--- src/hdl/ice_config.svh ---
`ifndef ICE_CONFIG_SVH
`define ICE_CONFIG_SVH

// Ring buffer geometry.
`define FRAME_ADDR_W 9
`define FRAME_DEPTH 512

// Length/flag byte values with a special meaning.
`define HDR_EMPTY_MARK 8'h00
`define HDR_FRAGMENT_MARK 8'hFF

`endif

--- src/hdl/ice_pkg.sv ---
package ice_pkg;

	typedef struct packed {
		logic       unwritten; // Address equals head.
		logic [7:0] data;
	} frame_word_t;

	typedef enum logic [1:0] {
		hdr_idle,
		hdr_record_eid,
		hdr_skip_len,
		hdr_wait
	} hdr_state_t;

	typedef enum logic [1:0] {
		wr_idle,
		wr_ack,
		wr_closed
	} wr_state_t;

	typedef enum logic [1:0] {
		rd_idle,
		rd_fetch,
		rd_req,
		rd_ack_wait
	} rd_state_t;

endpackage

--- src/hdl/frame_writer.sv ---
`include "ice_config.svh"

module frame_writer
	import ice_pkg::*;
(
	input  logic       clk,
	input  logic       rst,
	input  logic       byte_req,
	input  logic [7:0] byte_data,
	input  logic       byte_last,
	input  logic       full,
	input  logic       frame_release,
	output logic       byte_ack,
	output logic       wr_en,
	output logic [7:0] wr_data,
	output logic       frame_valid,
	output logic       frame_closed
);

	wr_state_t state;
	logic      last_seen;

	assign wr_en = (state == wr_idle) && byte_req && !full; // Held off while full.
	assign wr_data = byte_data;
	assign byte_ack = (state == wr_ack);
	assign frame_closed = (state == wr_closed);

	always_ff @(posedge clk) begin
		if (rst) begin
			state <= wr_idle;
			frame_valid <= 1'b0;
			last_seen <= 1'b0;
		end else begin
			case (state)
				wr_idle: begin
					if (wr_en) begin
						state <= wr_ack;
						frame_valid <= 1'b1; // Opens on the first byte.
						last_seen <= byte_last;
					end
				end
				wr_ack: begin
					if (!byte_req) begin
						state <= last_seen ? wr_closed : wr_idle;
					end
				end
				wr_closed: begin
					if (frame_release) begin
						state <= wr_idle;
						frame_valid <= 1'b0;
					end
				end
				default: state <= wr_idle;
			endcase
		end
	end

	ack_follows_req: assert property (
		@(posedge clk) disable iff (rst) $rose(byte_ack) |-> byte_req
	);

endmodule

--- config.mk ---
export PLATFORM = sky130hd
export DESIGN_NAME = frame_writer
export DESIGN_NICKNAME = d
export VERILOG_FILES = /design/src/hdl/ice_pkg.sv /design/src/hdl/frame_writer.sv
export VERILOG_INCLUDE_DIRS = /design/src /design/src/hdl
export SDC_FILE = /design/constraint.sdc
export NUM_CORES = 1
export LEC_CHECK = 0
export ABC_AREA = 1
export BUFFER_PORTS_ARGS = -buffer_cell sky130_fd_sc_hd__buf_2
export CAP_MARGIN = 20
export CORE_AREA = 3 3 40 42
export CTS_CLUSTER_DIAMETER = 100
export CTS_CLUSTER_SIZE = 40
export DETAILED_ROUTE_END_ITERATION = 7
export DIE_AREA = 0 0 43 45
export PLACE_DENSITY_LB_ADDON = 0.15
export SYNTH_ARGS = -nofsm -noshare
export SYNTH_HDL_FRONTEND = slang
export SYNTH_SLANG_ARGS = --single-unit
--- constraint.sdc ---
create_clock -name clk -period 1.2 [get_ports clk]
set_input_delay 0.24 -clock clk [delete_from_list [all_inputs] [get_ports clk]]
set_output_delay 0.24 -clock clk [all_outputs]
set_load 0.1 [all_outputs]
# ---- After elaboration in Yosys (flattened, before gate mapping)
# Cells that the tools add are included.
dict set report op_classes {
  add_sub_neg 0
  multipliers 0
  n_div 0
  magnitude_cmp 0
  n_eq_ne 5
  shift 0
  mux 8
  bitwise 0
  reduce_logical 8
}
# cell count
set op_table {}
lappend op_table {{$mux 2} 4}
lappend op_table {{$ne 2x2->1 const B} 3}
lappend op_table {{$pmux 2 s3} 1}
lappend op_table {{$reduce_and 3->1} 2}
lappend op_table {{$eq 2x1->1 const B} 1}
lappend op_table {{$eq 2x2->1 const B} 1}
lappend op_table {{$logic_and 1x1->1} 2}
lappend op_table {{$logic_not 2->1} 1}
lappend op_table {{$mux 1} 2}
lappend op_table {{$pmux 1 s2} 1}
lappend op_table {{$reduce_and 2->1} 1}
lappend op_table {{$reduce_bool 2->1} 1}
lappend op_table {{$logic_not 1->1} 1}
dict set report word_totals {
  reg_bits 4
  latchBits 0
  mem_bits_rw 0
  romBits 0
  memories 0
}

# ---- Depth between registers and ports, before layout
dict set report logic_depth {
  word_depth 5
  ltp_mapped 7
}

# ---- Least setup slack after synthesis
# Ideal clock, no wire load.
dict set report synth_path {
  path_type {register to register}
  from {register state[0]}
  to {register state[1]}
  setup_ns 0.056
  arrival_time_ns 1.545
  required_ns 1.144
  slack_ns -0.401
  path_stages_with_launch 7
  path_buffers 0
  cell_sequence {dfxtp_1 > inv_2 > nor2_2 > nand2_1 > o21bai_1 > nand2_1 > inv_1}
}
# element line
set synth_rtl {}
lappend synth_rtl {{from (decl)} frame_writer.sv:20} ;# wr_state_t state;
lappend synth_rtl {{from (signal assigned)} frame_writer.sv:30} ;# state <= wr_idle;
lappend synth_rtl {{from (signal assigned)} frame_writer.sv:37} ;# state <= wr_ack;
lappend synth_rtl {{from (signal assigned)} frame_writer.sv:44} ;# state <= last_seen ? wr_closed : wr_idle;
lappend synth_rtl {{$eq 2x1->1 *} n/a}
lappend synth_rtl {{net byte_ack} frame_writer.sv:13} ;# output logic byte_ack,
lappend synth_rtl {{$ne 2x2->1 (no source line)} n/a}
lappend synth_rtl {{$reduce_and 3->1 (no source line)} n/a}
# The timed path passes the listed nets; every way through them passes the cells marked *.
# A chain may end at the register's enable or synchronous reset.

# ---- Worst setup path in the final report
dict set report layout_path {
  from {register state[0]}
  to {output wr_en}
}
dict set report layout_via {
  elab_chain_len 3
}
# element line
set layout_rtl {}
lappend layout_rtl {{$logic_not 2->1} frame_writer.sv:23} ;# assign wr_en = (state == wr_idle) && byte_req && !full;
lappend layout_rtl {{$logic_and 1x1->1 (2 in series)} frame_writer.sv:23}
lappend layout_rtl {{to (decl)} frame_writer.sv:14} ;# output logic wr_en,
# No other way between the ends.

==> reports/qor.csv <==
metric;value;unit
placed_area;334;um2
core-area;1280;um2
slew_violations;0;
filler_cell_count;136;
clock-skew-final;0.000797;ns
htreeDepth;1;
cts_made_buffers;3;
synth_ff_type;dfxtp_1;
avgSynthCellArea;6.78;um2
p_int;0.299;mW
yosys-top-cells-area;dfxtp_1 (31%), buf_4 (23%), nand2_1 (12%);
die_w;43;um
dieArea;1940;um2
grt_pass1_vias;265;
final_nets;64;
critPathBufInv;2;
synthesis.nets;52;
fin_cells;63;
p_leak;0.201;nW
synth_top_cell_area_share;0.311;
final_layout_size_suffix_gt1_frac;0.563;
fin_crit_sh;1.07;
synth_edf_count;0;
clockBufferDepth;2;
hold_path_class;primary input to flop;
switching_share;0.305;
start_kind;flop;
worstPathMaxFanout;3;
portBuffers;9;
layout_setup_ws;-0.0792;ns
drt_iter0_drc;2;
viasPerCell;3.97;
violations;setup timing;
ys_warn_count;0;
slowest_stage;dfxtp_4;
max_slew.worst_pin.slew;0.147;ns
yosysSeqAreaShare;0.311;
wl;744;um
clock-sinks;4;
vias;250;
grt_pass1_wl;1.15;mm
status;finished, violations left;
gp_congestion;0.653;
ioPinCount;26;
routedWlPerCell;11.8;um
drv_cap;0;
max_slew_margin;0.902;
antenna_left;0;
p_switching;0.132;mW
root_buffer;clkbuf_4;
min_period;1.28;ns
utilization;0.330;
path_clk_slew;0.03;ns
crit_family;flip-flops;
rsz0062_at_grt;yes;
netlist_instances;38;
synth_cell_types;12;
antenna_found_initial;0;
fmax;782;MHz
grt_max_degree;5;
syn2layout_area_growth;64.6;%
dp.cells;54;
setup_violations;3;
synth_top_area_cell;dfxtp_1;
finalInstanceArea;424;um2
finalPower;0.431;mW
overflow;0;
die_h;45;um
pwr-share-seq;0.338;
critPathMaxStageDelay;0.35;ns
cp.arrival;1.04;ns
drc;0;
drtPass1Iterations;4;
hold_violations;0;
synth-seq-cells;4;
synthTopCellsByCount;buf_4 (8), nand2_1 (8), inv_1 (5), dfxtp_1 (4), nor2_1 (3);
std_cell_rows;13;
synth_area;258;um2
cts_tree;yes;
critPathCaptureType;primary output;
ys_async_sr_fraction;0;
num_antenna_cells;0;
crit_chain;nor2_4 > nand3_2 > inv_2 > buf_12;
grtUsageTotal;0.0822;
clkPwrFrac;0.370;
combinationalPowerShare;0.292;
clk-insertion-delay-late;0.23;ns
place_hpwl;630;um
path_class;flop to primary output;
power.density;1020;nW/um2
ir_drop;0.000409;V
start_util;0.201;
cp.required;0.96;ns
power groups by stage:
| stage | clock, mW | sequential [mW] | combinational, mW |
|---|---|---|---|
| 3_5_place_dp | 0 | 0.150 | 0.115 |
| 5_1_grt | 0.173 | 0.147 | 0.133 |
| 3_3_place_gp | 0 | 0.149 | 0.114 |
| 2_1_floorplan | 0 | 0.165 | 0.180 |
| 6_report | 0.159 | 0.145 | 0.126 |
| 4_1_cts | 0.172 | 0.146 | 0.122 |
flip-flops by register name (all words and copies together) (netlist names):
register	flops
frame_valid	1
last_seen	1
state	2
cell families after synthesis:
logic type             after synthesis  share of synthesized area
buffers and inverters               15                      0.335
AND/OR/NAND/NOR                     15                      0.267
AO/OA/AOI/OAI                        4                     0.0874
flip-flops                           4                      0.311
per-layer routing:
layer  vias up  wire length [um]  global-route usage
li1        127                 -                   -
met1       105               209              0.0670
met2        18               404               0.132
met3         0               129              0.0478
met4         0                 0              0.0904
met5         -                 0                   0
worst paths after layout:
kind              from        end  slack, ns  cells after the start
max           state[0]      wr_en      -0.08                      4
min                rst   state[0]       0.20                      2
max reg2reg   state[1]   state[1]       0.18                      6
min reg2reg  last_seen  last_seen       0.49                      2
final cells by class:
type | instances | area [um2] | area share
repair buffers | 15 | 154 | 0.363
multi-input cells | 19 | 109 | 0.257
flip-flops and latches | 4 | 87.6 | 0.206
inverters | 7 | 32.5 | 0.0767
clock buffers | 3 | 22.5 | 0.0531
well taps | 15 | 18.8 | 0.0442
metrics by stage:
| stage | setup TNS, ns | hold WS (ns) | setup slack [ns] |
|---|---|---|---|
| 2_1_floorplan | -0.166 | 0.302 | -0.116 |
| 3_3_place_gp | 0 | 0.426 | 0.114 |
| 3_5_place_dp | 0 | 0.433 | 0.0704 |
| 4_1_cts | -0.222 | 0.183 | -0.106 |
| 5_1_grt | -0.257 | 0.211 | -0.120 |
| 6_report | -0.156 | 0.198 | -0.0792 |
worst reg2reg max path: stages (launching register included):
cell and delay (ns):
dfxtp_4 0.36, buf_6 0.12, nor2_4 0.13, nand2_1 0.07, o21bai_1 0.16, nand2_1 0.07
inv_1 0.05
timing repair:
action                     4_1_cts  5_1_grt
hold buffers                     0        0
gates resized for setup          5        2
setup endpoints to repair        2        3
pin swaps                        3        3
setup buffers                    4        2
layout by cell type (no fill, tap or decap):
cell type and instances:
a21oi_1 2, buf_12 4, buf_2 5, buf_4 5, buf_6 1, clkbuf_4 3
clkinvlp_4 1, dfxtp_1 2, dfxtp_4 2, inv_1 4, inv_2 1, inv_4 1
nand2_1 7, nand2_4 1, nand3_1 1, nand3_2 1, nor2_1 3, nor2_4 2
o21ai_1 1, o21bai_1 1
Power figures use the tool's default switching activity.
