### src/hdl/ice_config.svh
`ifndef ICE_CONFIG_SVH
`define ICE_CONFIG_SVH

// Ring buffer geometry.
`define FRAME_ADDR_W 9
`define FRAME_DEPTH 512

// Length/flag byte values with a special meaning.
`define HDR_EMPTY_MARK 8'h00
`define HDR_FRAGMENT_MARK 8'hFF

`endif

### src/hdl/ice_pkg.sv
package ice_pkg;

	typedef struct packed {
		logic       unwritten; // Address equals head.
		logic [7:0] data;
	} frame_word_t;

	typedef enum logic [1:0] {
		hdr_idle,
		hdr_record_eid,
		hdr_skip_len,
		hdr_wait
	} hdr_state_t;

	typedef enum logic [1:0] {
		wr_idle,
		wr_ack,
		wr_closed
	} wr_state_t;

	typedef enum logic [1:0] {
		rd_idle,
		rd_fetch,
		rd_req,
		rd_ack_wait
	} rd_state_t;

endpackage

### src/hdl/frame_buffer.sv
`include "ice_config.svh"

module frame_buffer
	import ice_pkg::*;
(
	input  logic                     clk,
	input  logic                     rst,
	input  logic                     wr_en,
	input  logic [7:0]               wr_data,
	input  logic [`FRAME_ADDR_W-1:0] in_frame_addr,
	input  logic [`FRAME_ADDR_W-1:0] rd_addr,
	input  logic                     in_frame_latch_tail,
	output frame_word_t              in_frame_data,
	output frame_word_t              rd_data,
	output logic [`FRAME_ADDR_W-1:0] in_frame_tail,
	output logic                     full
);

	logic [7:0]               mem [`FRAME_DEPTH];
	logic [`FRAME_ADDR_W-1:0] head;
	logic [`FRAME_ADDR_W-1:0] tail;
	logic [`FRAME_ADDR_W-1:0] head_next;

	assign head_next = head + 1'b1;
	assign full = (head_next == tail); // One slot always stays open.
	assign in_frame_tail = tail;

	always_ff @(posedge clk) begin
		if (wr_en) begin
			mem[head] <= wr_data;
		end
	end

	always_ff @(posedge clk) begin
		if (rst) begin
			head <= '0;
			tail <= '0;
		end else begin
			if (wr_en) begin
				head <= head_next;
			end
			if (in_frame_latch_tail) begin
				tail <= head; // Frame is done, give its space back.
			end
		end
	end

	// Both ports read in place, head marks the first word not yet written.
	assign in_frame_data = '{unwritten: (in_frame_addr == head), data: mem[in_frame_addr]};
	assign rd_data = '{unwritten: (rd_addr == head), data: mem[rd_addr]};

	no_write_when_full: assert property (
		@(posedge clk) disable iff (rst) wr_en |-> !full
	);

endmodule

### config.mk
export PLATFORM = sky130hd
export DESIGN_NAME = frame_buffer
export DESIGN_NICKNAME = d
export VERILOG_FILES = /design/src/hdl/ice_pkg.sv /design/src/hdl/frame_buffer.sv
export VERILOG_INCLUDE_DIRS = /design/src /design/src/hdl
export SDC_FILE = /design/constraint.sdc
export NUM_CORES = 2
export LEC_CHECK = 0
export ABC_CLOCK_PERIOD_IN_PS = 4500
export BUFFER_PORTS_ARGS = -buffer_cell sky130_fd_sc_hd__buf_2
export CAP_MARGIN = 20
export CORE_UTILIZATION = 50
export DETAILED_ROUTE_END_ITERATION = 16
export PLACE_DENSITY = 0.76
export SYNTH_ARGS = -nofsm -noshare
export SYNTH_HDL_FRONTEND = slang
export SYNTH_SLANG_ARGS = --single-unit
### constraint.sdc
create_clock -name clk -period 4.5 [get_ports clk]
set_input_delay 1.125 -clock clk [delete_from_list [all_inputs] [get_ports clk]]
set_output_delay 1.125 -clock clk [all_outputs]
set_load 0.005 [all_outputs]
==> impl_summary.log, run 1 <==
[metrics] library cell used as clock root buffer: sky130_fd_sc_hd__clkbuf_16
[metrics] H-tree depth reported by CTS: 5
[metrics] count of distinct cell types in the synthesized netlist: 85
[metrics] sequential share of the synthesized area: 0.627
[metrics] async set-reset flop share out of synthesis: 0
[metrics] chip height: 629 um
[metrics] overall fraction of global-route tracks in use: 0.378
[metrics] failing step: detailed routing (5_2_route)
[metrics] starting density of the core: 0.502
[metrics] cell count after synthesis: ~12000
[metrics] hold-fix buffers at CTS: 0
[metrics] antenna violations before repair: 51
[metrics] Die X: approximately 630 um
[metrics] detailed-placement wirelength estimate: a little over 500 mm
[metrics] flops & latches, synth: slightly above 4000
[metrics] via count of the first global-routing pass: 136096
[metrics] Warnings, synthesis: 0
[metrics] error text reported by the tool: Error: net4110 16 pin not visited #guides = 93
[metrics] Worst Endpoint after GRT Repair: rd_data[7]
[metrics] sinks on the clock net: 4114
[metrics] largest buffer count on any clock path: 4
[metrics] top_reg_cell synth: sky130_fd_sc_hd__edfxtp_1
[metrics] number of nets in the synthesized netlist: about 12000
[metrics] result of the run: did not finish
[metrics] count of buffers from port buffering: 57
[metrics] I/O pins: 58
[metrics] pin count of the biggest net entering global routing: about 110
[metrics] Syn Std Cell Area: slightly below 0.2 mm^2
[metrics] final weighted congestion of routability-driven global placement: ~1.1
[metrics] cell row count: 230
[metrics] Post-synth EDFFs: approximately 4000
[metrics] wire length of the first global-routing pass: 1060 mm
[metrics] total congestion overflow after global routing: 0
[metrics] Avg Cell Area, Syn: between 15 and 20 um^2
[metrics] TritonCTS buffer count: ~420
[metrics] Worst End Pin Type: primary output
-- cell usage after synthesis, types with 32 or more instances --
cell                           n  area [um^2]
sky130_fd_sc_hd__buf_4       142         1070
sky130_fd_sc_hd__nor2_1      800         3000
sky130_fd_sc_hd__mux2i_1    1323        13200
sky130_fd_sc_hd__o21ai_0     177          886
sky130_fd_sc_hd__mux4_2     1388        31300
sky130_fd_sc_hd__buf_6        92         1040
sky130_fd_sc_hd__o31ai_1      43          323
sky130_fd_sc_hd__nand3_1      95          475
sky130_fd_sc_hd__mux4_1       42         1100
sky130_fd_sc_hd__mux2_2       34          383
sky130_fd_sc_hd__buf_2       145          726
sky130_fd_sc_hd__buf_8        45          676
sky130_fd_sc_hd__nand2_1     389         1460
sky130_fd_sc_hd__a21oi_1     242         1210
sky130_fd_sc_hd__nor4_1      128          801
sky130_fd_sc_hd__nor3_1      294         1470
sky130_fd_sc_hd__o22ai_1     372         2330
sky130_fd_sc_hd__edfxtp_1   4096       123000
sky130_fd_sc_hd__a31oi_1      40          250
sky130_fd_sc_hd__a211oi_1     82          616
sky130_fd_sc_hd__a2111oi_0    36          315
sky130_fd_sc_hd__or3_1        33          206
sky130_fd_sc_hd__and2_1       32          200
sky130_fd_sc_hd__clkbuf_1    413         1550
sky130_fd_sc_hd__buf_1        98          368
sky130_fd_sc_hd__o221ai_1    454         3980
sky130_fd_sc_hd__nand4_1      82          513
sky130_fd_sc_hd__a22oi_1      39          293
-- logic make-up after synthesis --
family	count (synthesis)	share of synthesized area
DFF	4114	0.627
muxes	2790	0.234
and+or+nand+nor	2005	0.0474
AOI/OAI and AO/OA	1658	0.0595
buffers and inverters	973	0.0303
xor gates and xnor gates	38	0.00169
adders and majority gates	4	0.000254
-- repair_timing --
item	in CTS	in global routing
endpoints found under the setup margin	17	17
gates cloned	72	18
buffers inserted	191	185
pin swaps	181	156
gates resized for setup	1016	430
-- per-stage QoR --
stage / instance area (um^2) / setup TNS [ns] / worst slack, ns / cells / util
after floorplan: 197000 / 0 / 0.189 / 11582 / -
after detailed placement: 220000 / -22.37 / -2.06 / 18290 / 0.560
after global placement: 220000 / -22.43 / -2.10 / 18288 / 0.560
after CTS: 242000 / -11.43 / -0.833 / 19319 / 0.617
after global routing: 246000 / -12.92 / -0.915 / 19511 / 0.627
-- per-layer routing --
| layer | GRT usage |
|---|---|
| met5 | 0.000121 |
| met4 | 0.223 |
| met3 | 0.127 |
| met2 | 0.558 |
| met1 | 0.489 |
==> inputs of run 2 (changes only) <==
--- a/config.mk
+++ b/config.mk
@@ -9,9 +9,9 @@
 export ABC_CLOCK_PERIOD_IN_PS = 4500
 export BUFFER_PORTS_ARGS = -buffer_cell sky130_fd_sc_hd__buf_2
 export CAP_MARGIN = 20
-export CORE_UTILIZATION = 50
+export CORE_UTILIZATION = 35
 export DETAILED_ROUTE_END_ITERATION = 16
-export PLACE_DENSITY = 0.76
+export PLACE_DENSITY_LB_ADDON = 0.15
 export SYNTH_ARGS = -nofsm -noshare
 export SYNTH_HDL_FRONTEND = slang
 export SYNTH_SLANG_ARGS = --single-unit
==> impl_summary.log, run 2 <==
[metrics] class of the tightest hold or removal check: primary input to flip-flop
[metrics] worst reg2reg path endpoint: mem[424][5]
[metrics] length in cells of the worst reg-to-reg path: 5
[metrics] count of buffers from port buffering: 57 (unchanged)
[metrics] worst setup slack after layout: -1.42 ns
[metrics] worst clock skew on the final layout: about 0.080 ns
[metrics] total congestion overflow after global routing: 0 (unchanged)
[metrics] kind of cell with the highest combined delay on the critical path: simple AND/OR/NAND/NOR gates
[metrics] final weighted congestion of routability-driven global placement: 0.987 (-6.9%)
[metrics] drt first pass iters: 8
[metrics] die area: about 0.57 mm^2
[metrics] max_slew headroom: 0.231
[metrics] post-synthesis cell type with the largest combined area: sky130_fd_sc_hd__edfxtp_1
[metrics] crit-path max cell delay: 0.64 ns
[metrics] cell row count: 275 (+20%)
[metrics] Slew Viols, Final: 0
[metrics] maximum fanout along the worst path: 8
[metrics] Area Overhead vs Synth: 25.8%
[metrics] CP most frequent cell: sky130_fd_sc_hd__buf_12
[metrics] sequential share of the synthesized area: 0.627 (unchanged)
[metrics] most frequent cells in the layout: sky130_fd_sc_hd__edfxtp_1 (4096), sky130_fd_sc_hd__buf_4 (2188), sky130_fd_sc_hd__mux4_2 (1391), sky130_fd_sc_hd__mux2i_1 (1310), sky130_fd_sc_hd__nor2_1 (776)
[metrics] number of cells on the critical path: 14
[metrics] shortest period the worst path allows: 5.92 ns
[metrics] slowest CP cell: sky130_fd_sc_hd__nor4_4
[metrics] accumulated negative setup slack: -16.75 ns
[metrics] number of cells on the worst hold path: 2
[metrics] Critical path buffers and inverters: 7
[metrics] number of nets in the synthesized netlist: 11616 (unchanged)
[metrics] worst-case register-to-register setup slack: approximately 0.91 ns
[metrics] unrepaired setup endpoints after global routing: yes
[metrics] highest clock frequency the design can meet: around 170 MHz
[metrics] CORE AREA: approximately 0.56 mm^2
[metrics] series of cell instances along the critical path: buf_16 -> buf_12 -> nand2_8 -> buf_12 -> buf_12 -> o221ai_2 -> buf_4 -> a21oi_4 -> a2111oi_4 -> nand4_1 -> buf_4 -> nor4bb_4 -> nor4_4 -> buf_2
[metrics] wire length of the first global-routing pass: 1130 mm (+6.7%)
[metrics] Power Dens Cells: approximately 360 mW/mm^2
[metrics] Warnings, synthesis: 0 (unchanged)
[metrics] violated checks: setup timing
[metrics] crit path to: rd_data[4]
[metrics] chip height: 752 um (+19%)
[metrics] Die X: 752 um (+19%)
[metrics] async set-reset flop share out of synthesis: 0 (unchanged)
[metrics] count of distinct cell types in the synthesized netlist: 85 (unchanged)
[metrics] total leakage power: 0.0842 uW
[metrics] CP Capture Type: output pin
[metrics] period utilisation layout: 1.32
[metrics] post-detailed-route wirelength per cell: approximately 38 um
[metrics] worst slew pin tran: between 1 and 1.5 ns
[metrics] Worst Setup SP: rd_addr[1]
[metrics] source-to-sink clock delay at the later pin of the worst-skew pair: between 1 and 1.5 ns
[metrics] pin count of the biggest net entering global routing: 112 (+6.7%)
[metrics] detailed-placement wirelength estimate: 584 mm (+14%)
[metrics] overall fraction of global-route tracks in use: 0.286 (-0.0923)
[metrics] H-tree depth reported by CTS: 5 (unchanged)
[metrics] flops & latches, synth: 4114 (unchanged)
[metrics] clock tree from TritonCTS: yes
[metrics] origin of the critical flop-to-flop path: head[5]
[metrics] largest buffer count on any clock path: 4 (unchanged)
[metrics] required time of the worst setup path: approximately 3.4 ns
[metrics] Avg Cell Area, Syn: 17.0 um^2 (unchanged)
[metrics] final cell count without fillers: roughly 22000
[metrics] Critical Setup Path Class: primary input to output pin
[metrics] area share of the largest cell type after synthesis: 0.625 (unchanged)
[metrics] post-detailed-route DRC marker count: 0
[metrics] final standard cell utilization of the core: 0.442
[metrics] initial drt markers: around 17000
[metrics] layout cell share with drive strength beyond 1: 0.387
[metrics] synth cell count leaders: sky130_fd_sc_hd__edfxtp_1 (4096), sky130_fd_sc_hd__mux4_2 (1388), sky130_fd_sc_hd__mux2i_1 (1323)
[metrics] count of placed standard cells including taps: 20656 (+13%)
[metrics] Post-synth EDFFs: 4096 (unchanged)
[metrics] TritonCTS buffer count: 455 (+7.6%)
[metrics] arrival time at the worst endpoint: 4.80 ns
[metrics] antenna violations before repair: 76 (+49%)
[metrics] I/O pins: 58 (unchanged)
[metrics] Antenna Violating Nets Remaining: 0
[metrics] clock input transition at the sequential cells of the worst setup and hold paths: ~0.06 ns
[metrics] wirelength, routed: approximately 830 mm
[metrics] Syn Std Cell Area: 0.197 mm^2 (unchanged)
[metrics] sinks on the clock net: 4114 (unchanged)
[metrics] max-cap viol count: 0
[metrics] library cell used as clock root buffer: sky130_fd_sc_hd__clkbuf_16
[metrics] total number of vias: 133697
[metrics] register name with the most flops: mem
[metrics] result of the run: finished, violations left
[metrics] via count of the first global-routing pass: 133248 (-2.1%)
[metrics] Hold WS: about 0.47 ns
[metrics] top cells by area in the synthesized netlist: sky130_fd_sc_hd__edfxtp_1 (63%), sky130_fd_sc_hd__mux4_2 (16%), sky130_fd_sc_hd__mux2i_1 (6.7%), sky130_fd_sc_hd__o221ai_1 (2.0%), sky130_fd_sc_hd__nor2_1 (1.5%)
[metrics] layout net count: roughly 14000
[metrics] endpoints failing setup: 16
[metrics] flip-flop count of the largest register after layout: between 4000 and 5000
[metrics] Peak supply drop: between 400 and 500 uV
[metrics] hold violation total from the final report: 0
[metrics] ratio of routed vias to standard cells: 6.13
[metrics] most common cell after layout, fill and taps aside: sky130_fd_sc_hd__edfxtp_1
[metrics] top_reg_cell synth: sky130_fd_sc_hd__edfxtp_1
[metrics] starting density of the core: 0.351 (-0.151)
[metrics] crit path launch type: primary input
[metrics] count leader, synth: sky130_fd_sc_hd__edfxtp_1
[metrics] cell count after synthesis: 11582 (unchanged)
## run 2: worst min-delay path by stage
stage,start,end,slack (ns)
finish,rst,head[4],0.47
global placement,in_frame_tail[6],in_frame_tail[6],0.54
global route,rst,in_frame_tail[4],0.46
CTS,rst,head[4],0.39
floorplan,in_frame_tail[5],in_frame_tail[5],0.53
detailed placement,in_frame_tail[6],in_frame_tail[6],0.56
## run 2: power by group
| group | internal [uW] | leakage (uW) | switching (uW) |
|---|---|---|---|
| Sequential | 42100 | 0.0370 | 15.7 |
| Clock | 21200 | 0.00712 | 16300 |
| Combinational | 4140 | 0.0402 | 5860 |
| Total | 67500 | 0.0842 | 22200 |
## run 2: layer usage
metal | up-vias | routed length [um] | track usage
met1 | 71543 | 332000 | 0.389
met3 | 1456 | 72600 | 0.0532
li1 | 53643 | - | -
met4 | 16 | 45200 | 0.124
met5 | - | 101 | 0
met2 | 7039 | 379000 | 0.450
## run 2: timing repair
item	CTS	global route
hold buffers	0	0
setup endpoints to repair	17	17
pin swaps	128	164
hold endpoints to repair	0	0
gates cloned	37	6
setup buffers	159	117
gates resized for setup	731	451
## run 2: kinds of logic (layout without fill, tap and decap cells)
group,Yosys count,count (layout),share of synthesized area
other,0,20,0
buffers and inverters,973,3692,0.0303
AND/OR/NAND/NOR,2005,2005,0.0474
AO/OA/AOI/OAI,1658,1658,0.0595
multiplexers,2790,2790,0.234
adder cells (fa/ha/maj),4,4,0.000254
XOR/XNOR,38,38,0.00169
flip-flops,4114,4114,0.627
## run 2: through the flow
step / setup slack (ns) / total power [uW] / area, um^2
after floorplan: 0.189 / 46900 / 197000
after global placement: -2.59 / 51800 / 224000
after detailed placement: -2.59 / 51800 / 224000
after CTS: -1.21 / 89700 / 244000
after global routing: -1.30 / 91700 / 248000
final: -1.42 / 89700 / 248000
## run 2: final cells by class
class                      count  area (um^2)
clock inverter               298         2900
fill                       49094       313000
inverter                       9         63.8
tap                         7479         9360
antenna                       20         50.0
multi-input combinational   6495        71700
sequential                  4114       123000
timing repair buffer        2847        28300
clock buffer                 538        11800
No activity file was read; power rests on OpenSTA's default activity.
