## config.mk

```make
export PLATFORM = sky130hd
export DESIGN_NAME = header_decoder
export DESIGN_NICKNAME = d
export VERILOG_FILES = /design/src/hdl/ice_pkg.sv /design/src/hdl/header_decoder.sv
export VERILOG_INCLUDE_DIRS = /design/src /design/src/hdl
export SDC_FILE = /design/constraint.sdc
export NUM_CORES = 1
export LEC_CHECK = 0
export BUFFER_PORTS_ARGS = -buffer_cell sky130_fd_sc_hd__buf_2
export CORE_MARGIN = 5
export CORE_UTILIZATION = 54
export CTS_CLUSTER_DIAMETER = 60
export CTS_CLUSTER_SIZE = 10
export DETAILED_ROUTE_END_ITERATION = 10
export PLACE_DENSITY = 0.92
export SETUP_SLACK_MARGIN = 0.1
export SYNTH_ARGS = -nofsm -noshare
export SYNTH_HDL_FRONTEND = slang
export SYNTH_SLANG_ARGS = --single-unit
```

## constraint.sdc

```tcl
create_clock -name clk -period 4.1 [get_ports clk]
set_clock_uncertainty 0.2 [all_clocks]
set_input_delay 0 -clock clk [delete_from_list [all_inputs] [get_ports clk]]
set_output_delay 0 -clock clk [all_outputs]
set_load 0.01 [all_outputs]
```

## src/hdl/ice_config.svh

```systemverilog
`ifndef ICE_CONFIG_SVH
`define ICE_CONFIG_SVH

// Ring buffer geometry.
`define FRAME_ADDR_W 9
`define FRAME_DEPTH 512

// Length/flag byte values with a special meaning.
`define HDR_EMPTY_MARK 8'h00
`define HDR_FRAGMENT_MARK 8'hFF

`endif

```

## src/hdl/ice_pkg.sv

```systemverilog
package ice_pkg;

	typedef struct packed {
		logic       unwritten; // Address equals head.
		logic [7:0] data;
	} frame_word_t;

	typedef enum logic [1:0] {
		hdr_idle,
		hdr_record_eid,
		hdr_skip_len,
		hdr_wait
	} hdr_state_t;

	typedef enum logic [1:0] {
		wr_idle,
		wr_ack,
		wr_closed
	} wr_state_t;

	typedef enum logic [1:0] {
		rd_idle,
		rd_fetch,
		rd_req,
		rd_ack_wait
	} rd_state_t;

endpackage

```

## src/hdl/header_decoder.sv

```systemverilog
`include "ice_config.svh"

module header_decoder
	import ice_pkg::*;
(
	input  logic                     clk,
	input  logic                     rst,
	input  frame_word_t              in_frame_data,
	input  logic                     in_frame_valid,
	input  logic [`FRAME_ADDR_W-1:0] in_frame_tail,
	input  logic                     in_frame_next,
	input  logic                     header_done_clear,
	output logic [`FRAME_ADDR_W-1:0] in_frame_addr,
	output logic                     in_frame_latch_tail,
	output logic [7:0]               header_eid,
	output logic                     header_done,
	output logic                     packet_is_empty,
	output logic                     is_fragment
);

	hdr_state_t               state;
	hdr_state_t               next_state;
	logic [`FRAME_ADDR_W-1:0] addr_offset;
	logic                     frame_data_latch;
	logic                     latch_eid;
	logic                     set_header_done;
	logic                     data_written;

	assign data_written = !in_frame_data.unwritten;
	assign in_frame_addr = in_frame_tail + addr_offset;

	always_ff @(posedge clk) begin
		if (rst) begin
			state <= hdr_idle;
			header_done <= 1'b0;
			packet_is_empty <= 1'b0;
			is_fragment <= 1'b0;
			addr_offset <= '0;
		end else begin
			state <= next_state;

			// Restart at the prefix, or step past it right away.
			if (state == hdr_idle) begin
				addr_offset <= {{(`FRAME_ADDR_W-1){1'b0}}, frame_data_latch};
			end else if (frame_data_latch || in_frame_next) begin
				addr_offset <= addr_offset + 1'b1;
			end

			if (set_header_done) begin
				header_done <= 1'b1;
				packet_is_empty <= (in_frame_data.data == `HDR_EMPTY_MARK);
				is_fragment <= (in_frame_data.data == `HDR_FRAGMENT_MARK);
			end
			if (header_done_clear || !in_frame_valid) begin
				header_done <= 1'b0; // Clear wins over set.
			end
		end
	end

	always_ff @(posedge clk) begin
		if (latch_eid) begin
			header_eid <= in_frame_data.data;
		end
	end

	always_comb begin
		next_state = state;
		in_frame_latch_tail = 1'b0;
		frame_data_latch = 1'b0;
		latch_eid = 1'b0;
		set_header_done = 1'b0;

		case (state)
			hdr_idle: begin
				frame_data_latch = in_frame_valid; // Prefix is not read.
				if (in_frame_valid) begin
					next_state = hdr_record_eid;
				end
			end
			hdr_record_eid: begin
				frame_data_latch = data_written;
				latch_eid = data_written;
				if (data_written) begin
					next_state = hdr_skip_len;
				end
			end
			hdr_skip_len: begin
				frame_data_latch = data_written;
				set_header_done = data_written;
				if (data_written) begin
					next_state = hdr_wait;
				end
			end
			hdr_wait: begin
				// Reader has released the frame.
				if (!in_frame_valid) begin
					in_frame_latch_tail = 1'b1;
					next_state = hdr_idle;
				end
			end
			default: next_state = hdr_idle;
		endcase
	end

	// Offset has followed every payload byte up to the end of the frame.
	latch_after_frame_end: assert property (
		@(posedge clk) disable iff (rst)
		in_frame_latch_tail |->
			!in_frame_valid && (packet_is_empty || in_frame_data.unwritten)
	);

endmodule

```

; ---- After elaboration in Yosys (flattened, before gate mapping)
; Cells that the tools add are included.
; Widths: inputs -> output; s select.
[op_classes]
n_eq_ne = 8
mux = 12
reduce_logical = 11
add_sub_neg = 2
[ops]
columns = cell, count
row1 = $add 9x1->9 const B, 1
row2 = $add 9x9->9, 1
row3 = $eq 8x8->1 const B, 1
row4 = $logic_not 8->1, 1
row5 = $mux 2, 4
row6 = $ne 2x2->1 const B, 4
row7 = $pmux 2 s4, 1
row8 = $mux 1, 6
row9 = $reduce_or 2->1, 3
row10 = $eq 2x2->1 const B, 2
row11 = $reduce_and 4->1, 1
row12 = $eq 2x1->1 const B, 1
row13 = $logic_not 1->1, 2
row14 = $logic_not 2->1, 1
row15 = $logic_or 1x1->1, 2
row16 = $pmux 1 s2, 1
row17 = $reduce_bool 2->1, 1
[word_totals]
inputBits = 23
out_inout_bits = 21
word_cells = 40
ff_bits = 22

; ---- Depth between registers and ports, before layout
; Gate-level depths: netlist (run 1).
[depth]
ltp_word = 6
ltp_mapped = 6
ltp_nobuf = 6

; ---- Least setup slack after synthesis (run 1)
; Ideal clock, no wire load.
[synth_path]
path_kind = register to output
startpoint = register addr_offset[0]
endpoint = output port in_frame_addr[8]
arrival_time_ps = 1668
path_slack_ps = 2232
stages_incl_launch_ff = 7
path_buffers = 0
t_required_ps = 3900
cell_sequence = dfxtp_1 ha_1 fa_1 a21o_1 a21oi_1 o31ai_1 xnor2_1
[synth_between]
elab_chain_len = 1
[synth_lines]
columns = element, line_no
row1 = from (decl), header_decoder.sv:23  ; logic [`FRAME_ADDR_W-1:0] addr_offset;
row2 = from (signal assigned), header_decoder.sv:44  ; addr_offset <= {{(`FRAME_ADDR_W-1){1'b0}}, frame_data_latch};
row3 = from (signal assigned), header_decoder.sv:46  ; addr_offset <= addr_offset + 1'b1;
row4 = $add 9x9->9, header_decoder.sv:30  ; assign in_frame_addr = in_frame_tail + addr_offset;
row5 = to (decl), header_decoder.sv:13  ; output logic [`FRAME_ADDR_W-1:0] in_frame_addr,
; Every way passes these cells.

; ---- Worst setup path in the final report (run 1)
[layout_path]
startpoint = register state[0]
endpoint = register state[1]
[layout_between]
elab_chain_len = 3
elab_cells_between_ends = 10
classes_between = 7 x eq/ne / 1 x mux / 2 x reduce/logical
[layout_lines]
columns = element, line_no
row1 = from (decl), header_decoder.sv:21  ; hdr_state_t state;
row2 = from (signal assigned), header_decoder.sv:34  ; state <= hdr_idle;
row3 = from (signal assigned), header_decoder.sv:40  ; state <= next_state;
row4 = $eq 2x2->1 (tied with other cells), header_decoder.sv:73  ; case (state)
row5 = $ne 2x2->1 (no line), --
row6 = $reduce_and 4->1 (no line), --
; Several ways; a longest one is shown, not always the timed one.
; A chain may end at the register's enable or synchronous reset.

==> results of run 1 <==
-- cells in the final DEF, fill, tap and decap left out, types with 3 or more instances in the layout --
| cell type | netlist | routed |
|---|---|---|
| a21o_1 | 3 | 3 |
| o2111ai_1 | 3 | 3 |
| clkbuf_4 | 0 | 3 |
| nand3_1 | 4 | 4 |
| o21ai_1 | 4 | 4 |
| nor3_1 | 4 | 4 |
| nor2_1 | 4 | 4 |
| a21oi_1 | 12 | 12 |
| or3_1 | 7 | 7 |
| dfxtp_1 | 14 | 14 |
| dlygate4sd3_1 | 0 | 17 |
| nand4_1 | 3 | 3 |
| mux2i_1 | 8 | 8 |
| xnor2_1 | 5 | 5 |
| ha_1 | 15 | 15 |
| nand2_1 | 13 | 13 |
| edfxtp_1 | 8 | 8 |
| o21ai_0 | 3 | 3 |
| inv_1 | 6 | 6 |
| buf_2 | 1 | 43 |
-- worst max-delay path: stages (launching register included) --
cell and delay [ps]:
dfxtp_1 410, inv_1 110, ha_1 370, mux2i_1 250, nand3_1 110, dlygate4sd3_1 570, a21oi_1 120, dlygate4sd3_1 550
-- power groups by stage --
| stage | registers [mW] | logic, mW | clock network (mW) |
|---|---|---|---|
| after global placement | 0.283 | 0.311 | 0 |
| after detailed placement | 0.287 | 0.332 | 0 |
| after floorplan | 0.289 | 0.238 | 0 |
| final | 0.283 | 0.377 | 0.167 |
| after global routing | 0.288 | 0.412 | 0.176 |
| after CTS | 0.281 | 0.367 | 0.169 |
-- sequential cells by signal, summed over array words and instances, names as in the netlist --
signal           cells
addr_offset          9
header_done          1
state                2
packet_is_empty      1
is_fragment          1
header_eid           8
-- cell families (layout without fill, tap and decap cells) --
group                    after synthesis  in the layout
AO/OA/AOI/OAI                         34             34
multiplexers                           8              8
adder cells (fa/ha/maj)               16             16
XOR/XNOR                               7              7
flip-flops                            22             22
AND/OR/NAND/NOR                       52             52
buffers and inverters                  9             70
-- area by class of cell --
cell class	instances	area, um^2	share of cell area [%]
multi-input combinational	117	868	46.0
sequential	22	520	27.6
timing repair buffer	60	385	20.4
tap	30	37.5	1.99
clock inverter	1	30.0	1.59
clock buffer	3	22.5	1.19
inverter	6	22.5	1.19
-- through the flow --
step           utilization (%)  power [mW]  setup WS (ps)
2_1_floorplan                -       0.527           2230
3_3_place_gp              66.6       0.594           2130
3_5_place_dp              66.6       0.619           2060
4_1_cts                   75.5       0.818           1410
5_1_grt                   75.5       0.876           1210
6_report                  75.5       0.826           1360
-- per-layer routing --
metal	global-route usage, %	part of all wire [%]	vias to the layer above
met5	0	0	-
met4	10.0	3.5	0
met3	5.66	7.0	18
met2	41.5	52	54
met1	22.9	37	651
li1	-	-	673
-- worst max path at each step --
stage,from,endpoint,slack (ps),cells past startpoint
finish,state[0],state[1],1360,7
global route,state[0],state[1],1210,7
CTS,state[0],state[1],1410,7
detailed placement,addr_offset[0],in_frame_addr[8],2060,7
global placement,addr_offset[0],in_frame_addr[6],2130,7
floorplan,addr_offset[0],in_frame_addr[8],2230,6
==> impl_metrics.py, run 1 <==
metrics = {
    "status": {
        "status": "completed",
    },
    "yosys": {
        "yosysSeqAreaShare_pct": 36.5,
        "synthesis.nets": 187,
        "synth_compound_area_share_pct": 15.4,
        "synth_flop_cell": "dfxtp_1",
        "synth-async-reset-ratio_pct": 0,
        "syn_area_per_cell_um2": 9.65,
        "synth.cell_area_um2": 1430,
        "synth_top_cell_by_area": "dfxtp_1",
        "synth_top_family_by_area": "simple AND/OR/NAND/NOR gates",
        "netlist.area_leader.share_pct": 19.6,
        "ys_types": 44,
        "synth.top_cells.by_count": "15 x ha_1, 14 x dfxtp_1, 13 x nand2_1",
        "ys_ff_latch": 22,
        "yosysMostFrequentCell": "ha_1",
        "yosys-mux-area-fraction_pct": 5.61,
        "synth_cells": 148,
        "synth-simple-area-share_pct": 20.9,
        "ys_warn_count": 0,
        "yosys.area_share.adder_pct": 14.5,
        "synth-edff-count": 8,
        "synth_xor_area_share_pct": 4.29,
        "synthTopCellsByArea": "dfxtp_1 20%, edfxtp_1 17%, ha_1 13%",
    },
    "setup_path": {
        "r2r_start": "state[0]",
        "crit_path_end_kind": "register",
        "path_max_fanout": 13,
        "reg2reg_setup_slack_ps": 1360,
        "start_kind": "register",
        "required_ps": 4160,
        "reg2reg_to": "state[1]",
        "cp.arrival_ps": 2810,
        "rr_worst_depth": 7,
        "crit_type": "register to register",
    },
    "timing": {
        "max_slew_margin_pct": 70.6,
        "setup_viol": 0,
        "fin_crit_sh_pct": 66.9,
        "fmax_ghz": 0.365,
        "slew_violations": 0,
        "hold_violations": 0,
        "worst_pin_slew_ps": 442,
        "setup_tns_ps": 0,
        "min_period_ps": 2740,
        "whs_ps": 136,
        "rsz0062_at_grt": "false",
    },
    "cts": {
        "cts-hold-fix-buffers": 17,
        "cts_sinks": 22,
        "clkTransAtPathRegs_ps": 120,
        "post-cts-setup-buffers": 0,
        "cts_tree": "yes",
        "worstSkewPairLatency_ps": 310,
        "clockBufferDepth": 2,
        "cts_root_buf": "clkbuf_4",
        "cts_buffers": 3,
        "htreeDepth": 1,
        "cts.repair.resized": 0,
    },
    "min_path": {
        "whs_endpoint": "in_frame_addr[0]",
        "hold_path_class": "input pin to primary output",
        "worstHoldPathCells": 3,
        "worstHoldStart": "in_frame_tail[0]",
    },
    "floorplan": {
        "core.rowCount": 18,
        "fp.dieH_um": 61.4,
        "start_util_pct": 57.1,
        "ios": 44,
        "die_area_um2": 3770,
        "core_area_um2": 2500,
        "die_w_um": 61.4,
    },
    "flow_run": {
        "cap_violations": 0,
    },
    "route": {
        "wirelength_um": 3850,
        "via_per_inst": 5.84,
        "wl_per_cell_um": 16.1,
        "drc": 0,
        "drt_iter0_drc": 19,
        "dr.pass1.iters": 4,
        "num_vias": 1396,
        "detail-route-antenna-nets": 0,
    },
    "pwr": {
        "clockPowerShare_pct": 20.2,
        "total_leakage_power_nw": 0.866,
        "p_int_mw": 0.523,
        "ir_drop_mv": 0.544,
        "switchingPower_mw": 0.303,
        "swShare_pct": 36.7,
        "powerDensity_nw_per_um2": 438,
        "pwr-share-seq_pct": 34.2,
        "pwr-share-comb_pct": 45.6,
    },
    "layout": {
        "finalNetCount": 249,
        "antenna_cells": 0,
        "fillers": 158,
        "final_layout_size_suffix_gt1_share_pct": 25.4,
        "syn2layout_area_growth_pct": 32.2,
        "design_area_um2": 1890,
        "final_cells": 239,
    },
    "place": {
        "numPlacedInstances": 218,
        "place_hpwl_um": 2700,
        "port_buffers": 43,
        "gp_congestion": 0.801,
        "place_area_um2": 1660,
    },
    "global_route": {
        "grt_overflow": 0,
        "grt_max_degree": 15,
        "grt_pass1_vias": 1469,
        "grtUsageTotal_pct": 22.1,
        "antenna_found_initial": 0,
        "grt_pass1_wl_um": 6170,
    },
}
Note: power is estimated with default switching activity, not from simulation.
==> inputs of run 2 (changes only) <==
--- a/config.mk
+++ b/config.mk
@@ -8,11 +8,11 @@
 export LEC_CHECK = 0
 export BUFFER_PORTS_ARGS = -buffer_cell sky130_fd_sc_hd__buf_2
 export CORE_MARGIN = 5
-export CORE_UTILIZATION = 54
+export CORE_UTILIZATION = 46
 export CTS_CLUSTER_DIAMETER = 60
 export CTS_CLUSTER_SIZE = 10
 export DETAILED_ROUTE_END_ITERATION = 10
-export PLACE_DENSITY = 0.92
+export PLACE_DENSITY = 0.84
 export SETUP_SLACK_MARGIN = 0.1
 export SYNTH_ARGS = -nofsm -noshare
 export SYNTH_HDL_FRONTEND = slang
==> constraint.sdc (replaced) <==
create_clock -name clk -period 2.4 [get_ports clk]
set_clock_uncertainty 0.2 [all_clocks]
set_input_delay 0 -clock clk [delete_from_list [all_inputs] [get_ports clk]]
set_output_delay 0 -clock clk [all_outputs]
set_load 0.01 [all_outputs]
==> run 2 against run 1 <==
  * Register-to-register slack worse by 1000 ps
  * Worst hold slack better by 11 ps
  * Clock power is 72% higher
  * Sequential power is 71% higher
  * Clock-buffer cell count stayed put
  * Wire length is 10% lower
  * Non-clock buffer count stayed put
  * Critical path type is now register to primary output
  * Critical endpoint is now in_frame_addr[6]
  * Largest power group unchanged
==> impl_metrics.py, run 2 (synthesis results as in run 1) <==
metrics = {
    "cts": {
        "clockBufferDepth": 2,
        "htreeDepth": 1,
        "worstSkewPairLatency_ps": 310,
        "cts_root_buf": "clkbuf_4",
        "cts_sinks": 22,
        "cts_tree": "yes",
        "clkTransAtPathRegs_ps": 130,
        "cts_buffers": 3,
    },
    "layout": {
        "layout_common_cells": "43 x buf_2, 16 x dlygate4sd3_1, 13 x nand2_1, 13 x ha_1, 13 x dfxtp_1",
        "syn2layout_area_growth_pct": 33.5,
        "final_common_cell": "buf_2",
        "largest_reg_flops": 9,
        "fillers": 226,
        "final_layout_size_suffix_gt1_share_pct": 28.7,
        "final_cells": 242,
        "antenna_cells": 0,
        "reg_top3": "addr_offset x9, header_eid x8, state x2",
        "regMostFlops": "addr_offset",
        "finalNetCount": 249,
    },
    "route": {
        "drt_iter0_drc": 57,
        "dr.pass1.iters": 4,
        "drc": 0,
        "num_vias": 1333,
        "wirelength_um": 3450,
        "wl_met3_um": 150,
        "via_per_inst": 5.51,
        "wl_per_cell_um": 14.2,
        "wl_met2_um": 1750,
        "detail-route-antenna-nets": 0,
        "highest_layer": "met4",
        "wl_met1_um": 1480,
    },
    "floorplan": {
        "die_area_um2": 4320,
        "start_util_pct": 47.5,
        "core_area_um2": 3000,
        "fp.dieH_um": 65.7,
        "core.rowCount": 20,
        "die_w_um": 65.7,
        "ios": 44,
    },
    "timing": {
        "rsz0062_at_grt": "false",
        "min_period_ps": 2200,
        "hold_violations": 0,
        "worst_pin_slew_ps": 364,
        "setup_tns_ps": 0,
        "setup_viol": 0,
        "max_slew_margin_pct": 75.7,
        "fmax_ghz": 0.454,
        "slew_violations": 0,
        "fin_crit_sh_pct": 91.8,
    },
    "global_route": {
        "grtUsageTotal_pct": 16.9,
        "grt_pass1_wl_um": 5820,
        "grt_max_degree": 15,
        "grt_pass1_vias": 1387,
        "antenna_found_initial": 0,
        "grt_overflow": 0,
    },
    "place": {
        "place_hpwl_um": 2380,
        "numPlacedInstances": 221,
        "gp_congestion": 0.793,
        "port_buffers": 43,
    },
    "setup_path": {
        "crit_slowest_cell": "dfxtp_2",
        "critical_path.cell_chain": "ha_2 -> fa_2 -> a21o_1 -> a21oi_2 -> o21ai_1 -> xor2_1 -> buf_2",
        "r2r_start": "state[0]",
        "start_kind": "register",
        "crit_path_end_kind": "primary output",
        "crit_type": "register to primary output",
        "crit_start": "addr_offset[0]",
        "max_stage_delay_ps": 360,
        "rr_worst_depth": 6,
        "cp.arrival_ps": 2000,
        "path_max_fanout": 4,
        "required_ps": 2200,
    },
    "status": {
        "status": "completed",
    },
    "min_path": {
        "worstHoldPathCells": 3,
        "worstHoldStart": "in_frame_tail[0]",
        "hold_path_class": "input pin to primary output",
    },
    "pwr": {
        "total_leakage_power_nw": 0.863,
        "ir_drop_mv": 0.258,
        "powerDensity_nw_per_um2": 731,
    },
    "flow_run": {
        "cap_violations": 0,
    },
}
==> run 2: path summary, 6_finish.rpt <==
path / to / slack, ps
max: in_frame_addr[6] / 200
min: in_frame_addr[0] / 150
max reg2reg: state[1] / 310
min reg2reg: addr_offset[8] / 300
==> run 2: per-stage QoR <==
step           cell area (um^2)  hold slack, ps  power (mW)  util [%]  worst slack [ps]
3_5_place_dp               1670           -36.5        1.05      55.5               363
6_report                   1910             147        1.39      63.5               197
2_1_floorplan              1430            -123       0.900         -               532
4_1_cts                    1880             122        1.37      62.7               105
3_3_place_gp               1670           -31.9        1.03      55.5               431
5_1_grt                    1910             168        1.49      63.5               105
==> run 2: per-layer routing <==
metal / vias to the layer above / global-route usage [%]
met3: 8 / 3.25
met5: - / 0
li1: 679 / -
met1: 612 / 19.5
met4: 0 / 6.74
met2: 34 / 30.0
==> run 2: power breakdown <==
group,switching [mW],internal (mW)
logic,0.349,0.275
registers,0.0383,0.445
clock network,0.118,0.169
==> run 2: worst max-delay path, delay by kind of cell, from the launching register on <==
kind | cells | cell delay [ps]
adders and majority gates | 2 | 560
AOI/OAI and AO/OA | 3 | 490
DFF | 1 | 360
xor gates and xnor gates | 1 | 150
buffers and inverters | 1 | 140
==> run 2: cell type report <==
cell class                      count  area [um^2]  area share, %
Timing Repair Buffer               60          383           20.1
Clock buffer                        3         22.5           1.18
Tap cell                           33         41.3           2.17
Sequential cell                    22          522           27.4
Multi-Input combinational cell    117          885           46.4
Inverter                            6         22.5           1.18
Clock inverter                      1         30.0           1.58
==> run 2: timing repair <==
| action | CTS | global route |
|---|---|---|
| hold buffers | 16 | 0 |
| gates resized for setup | 1 | 5 |
| setup buffers | 0 | 1 |
| pin swaps | 1 | 1 |
| cloned | 0 | 0 |
| hold endpoints to repair | 22 | 0 |
| endpoints found under the setup margin | 2 | 4 |
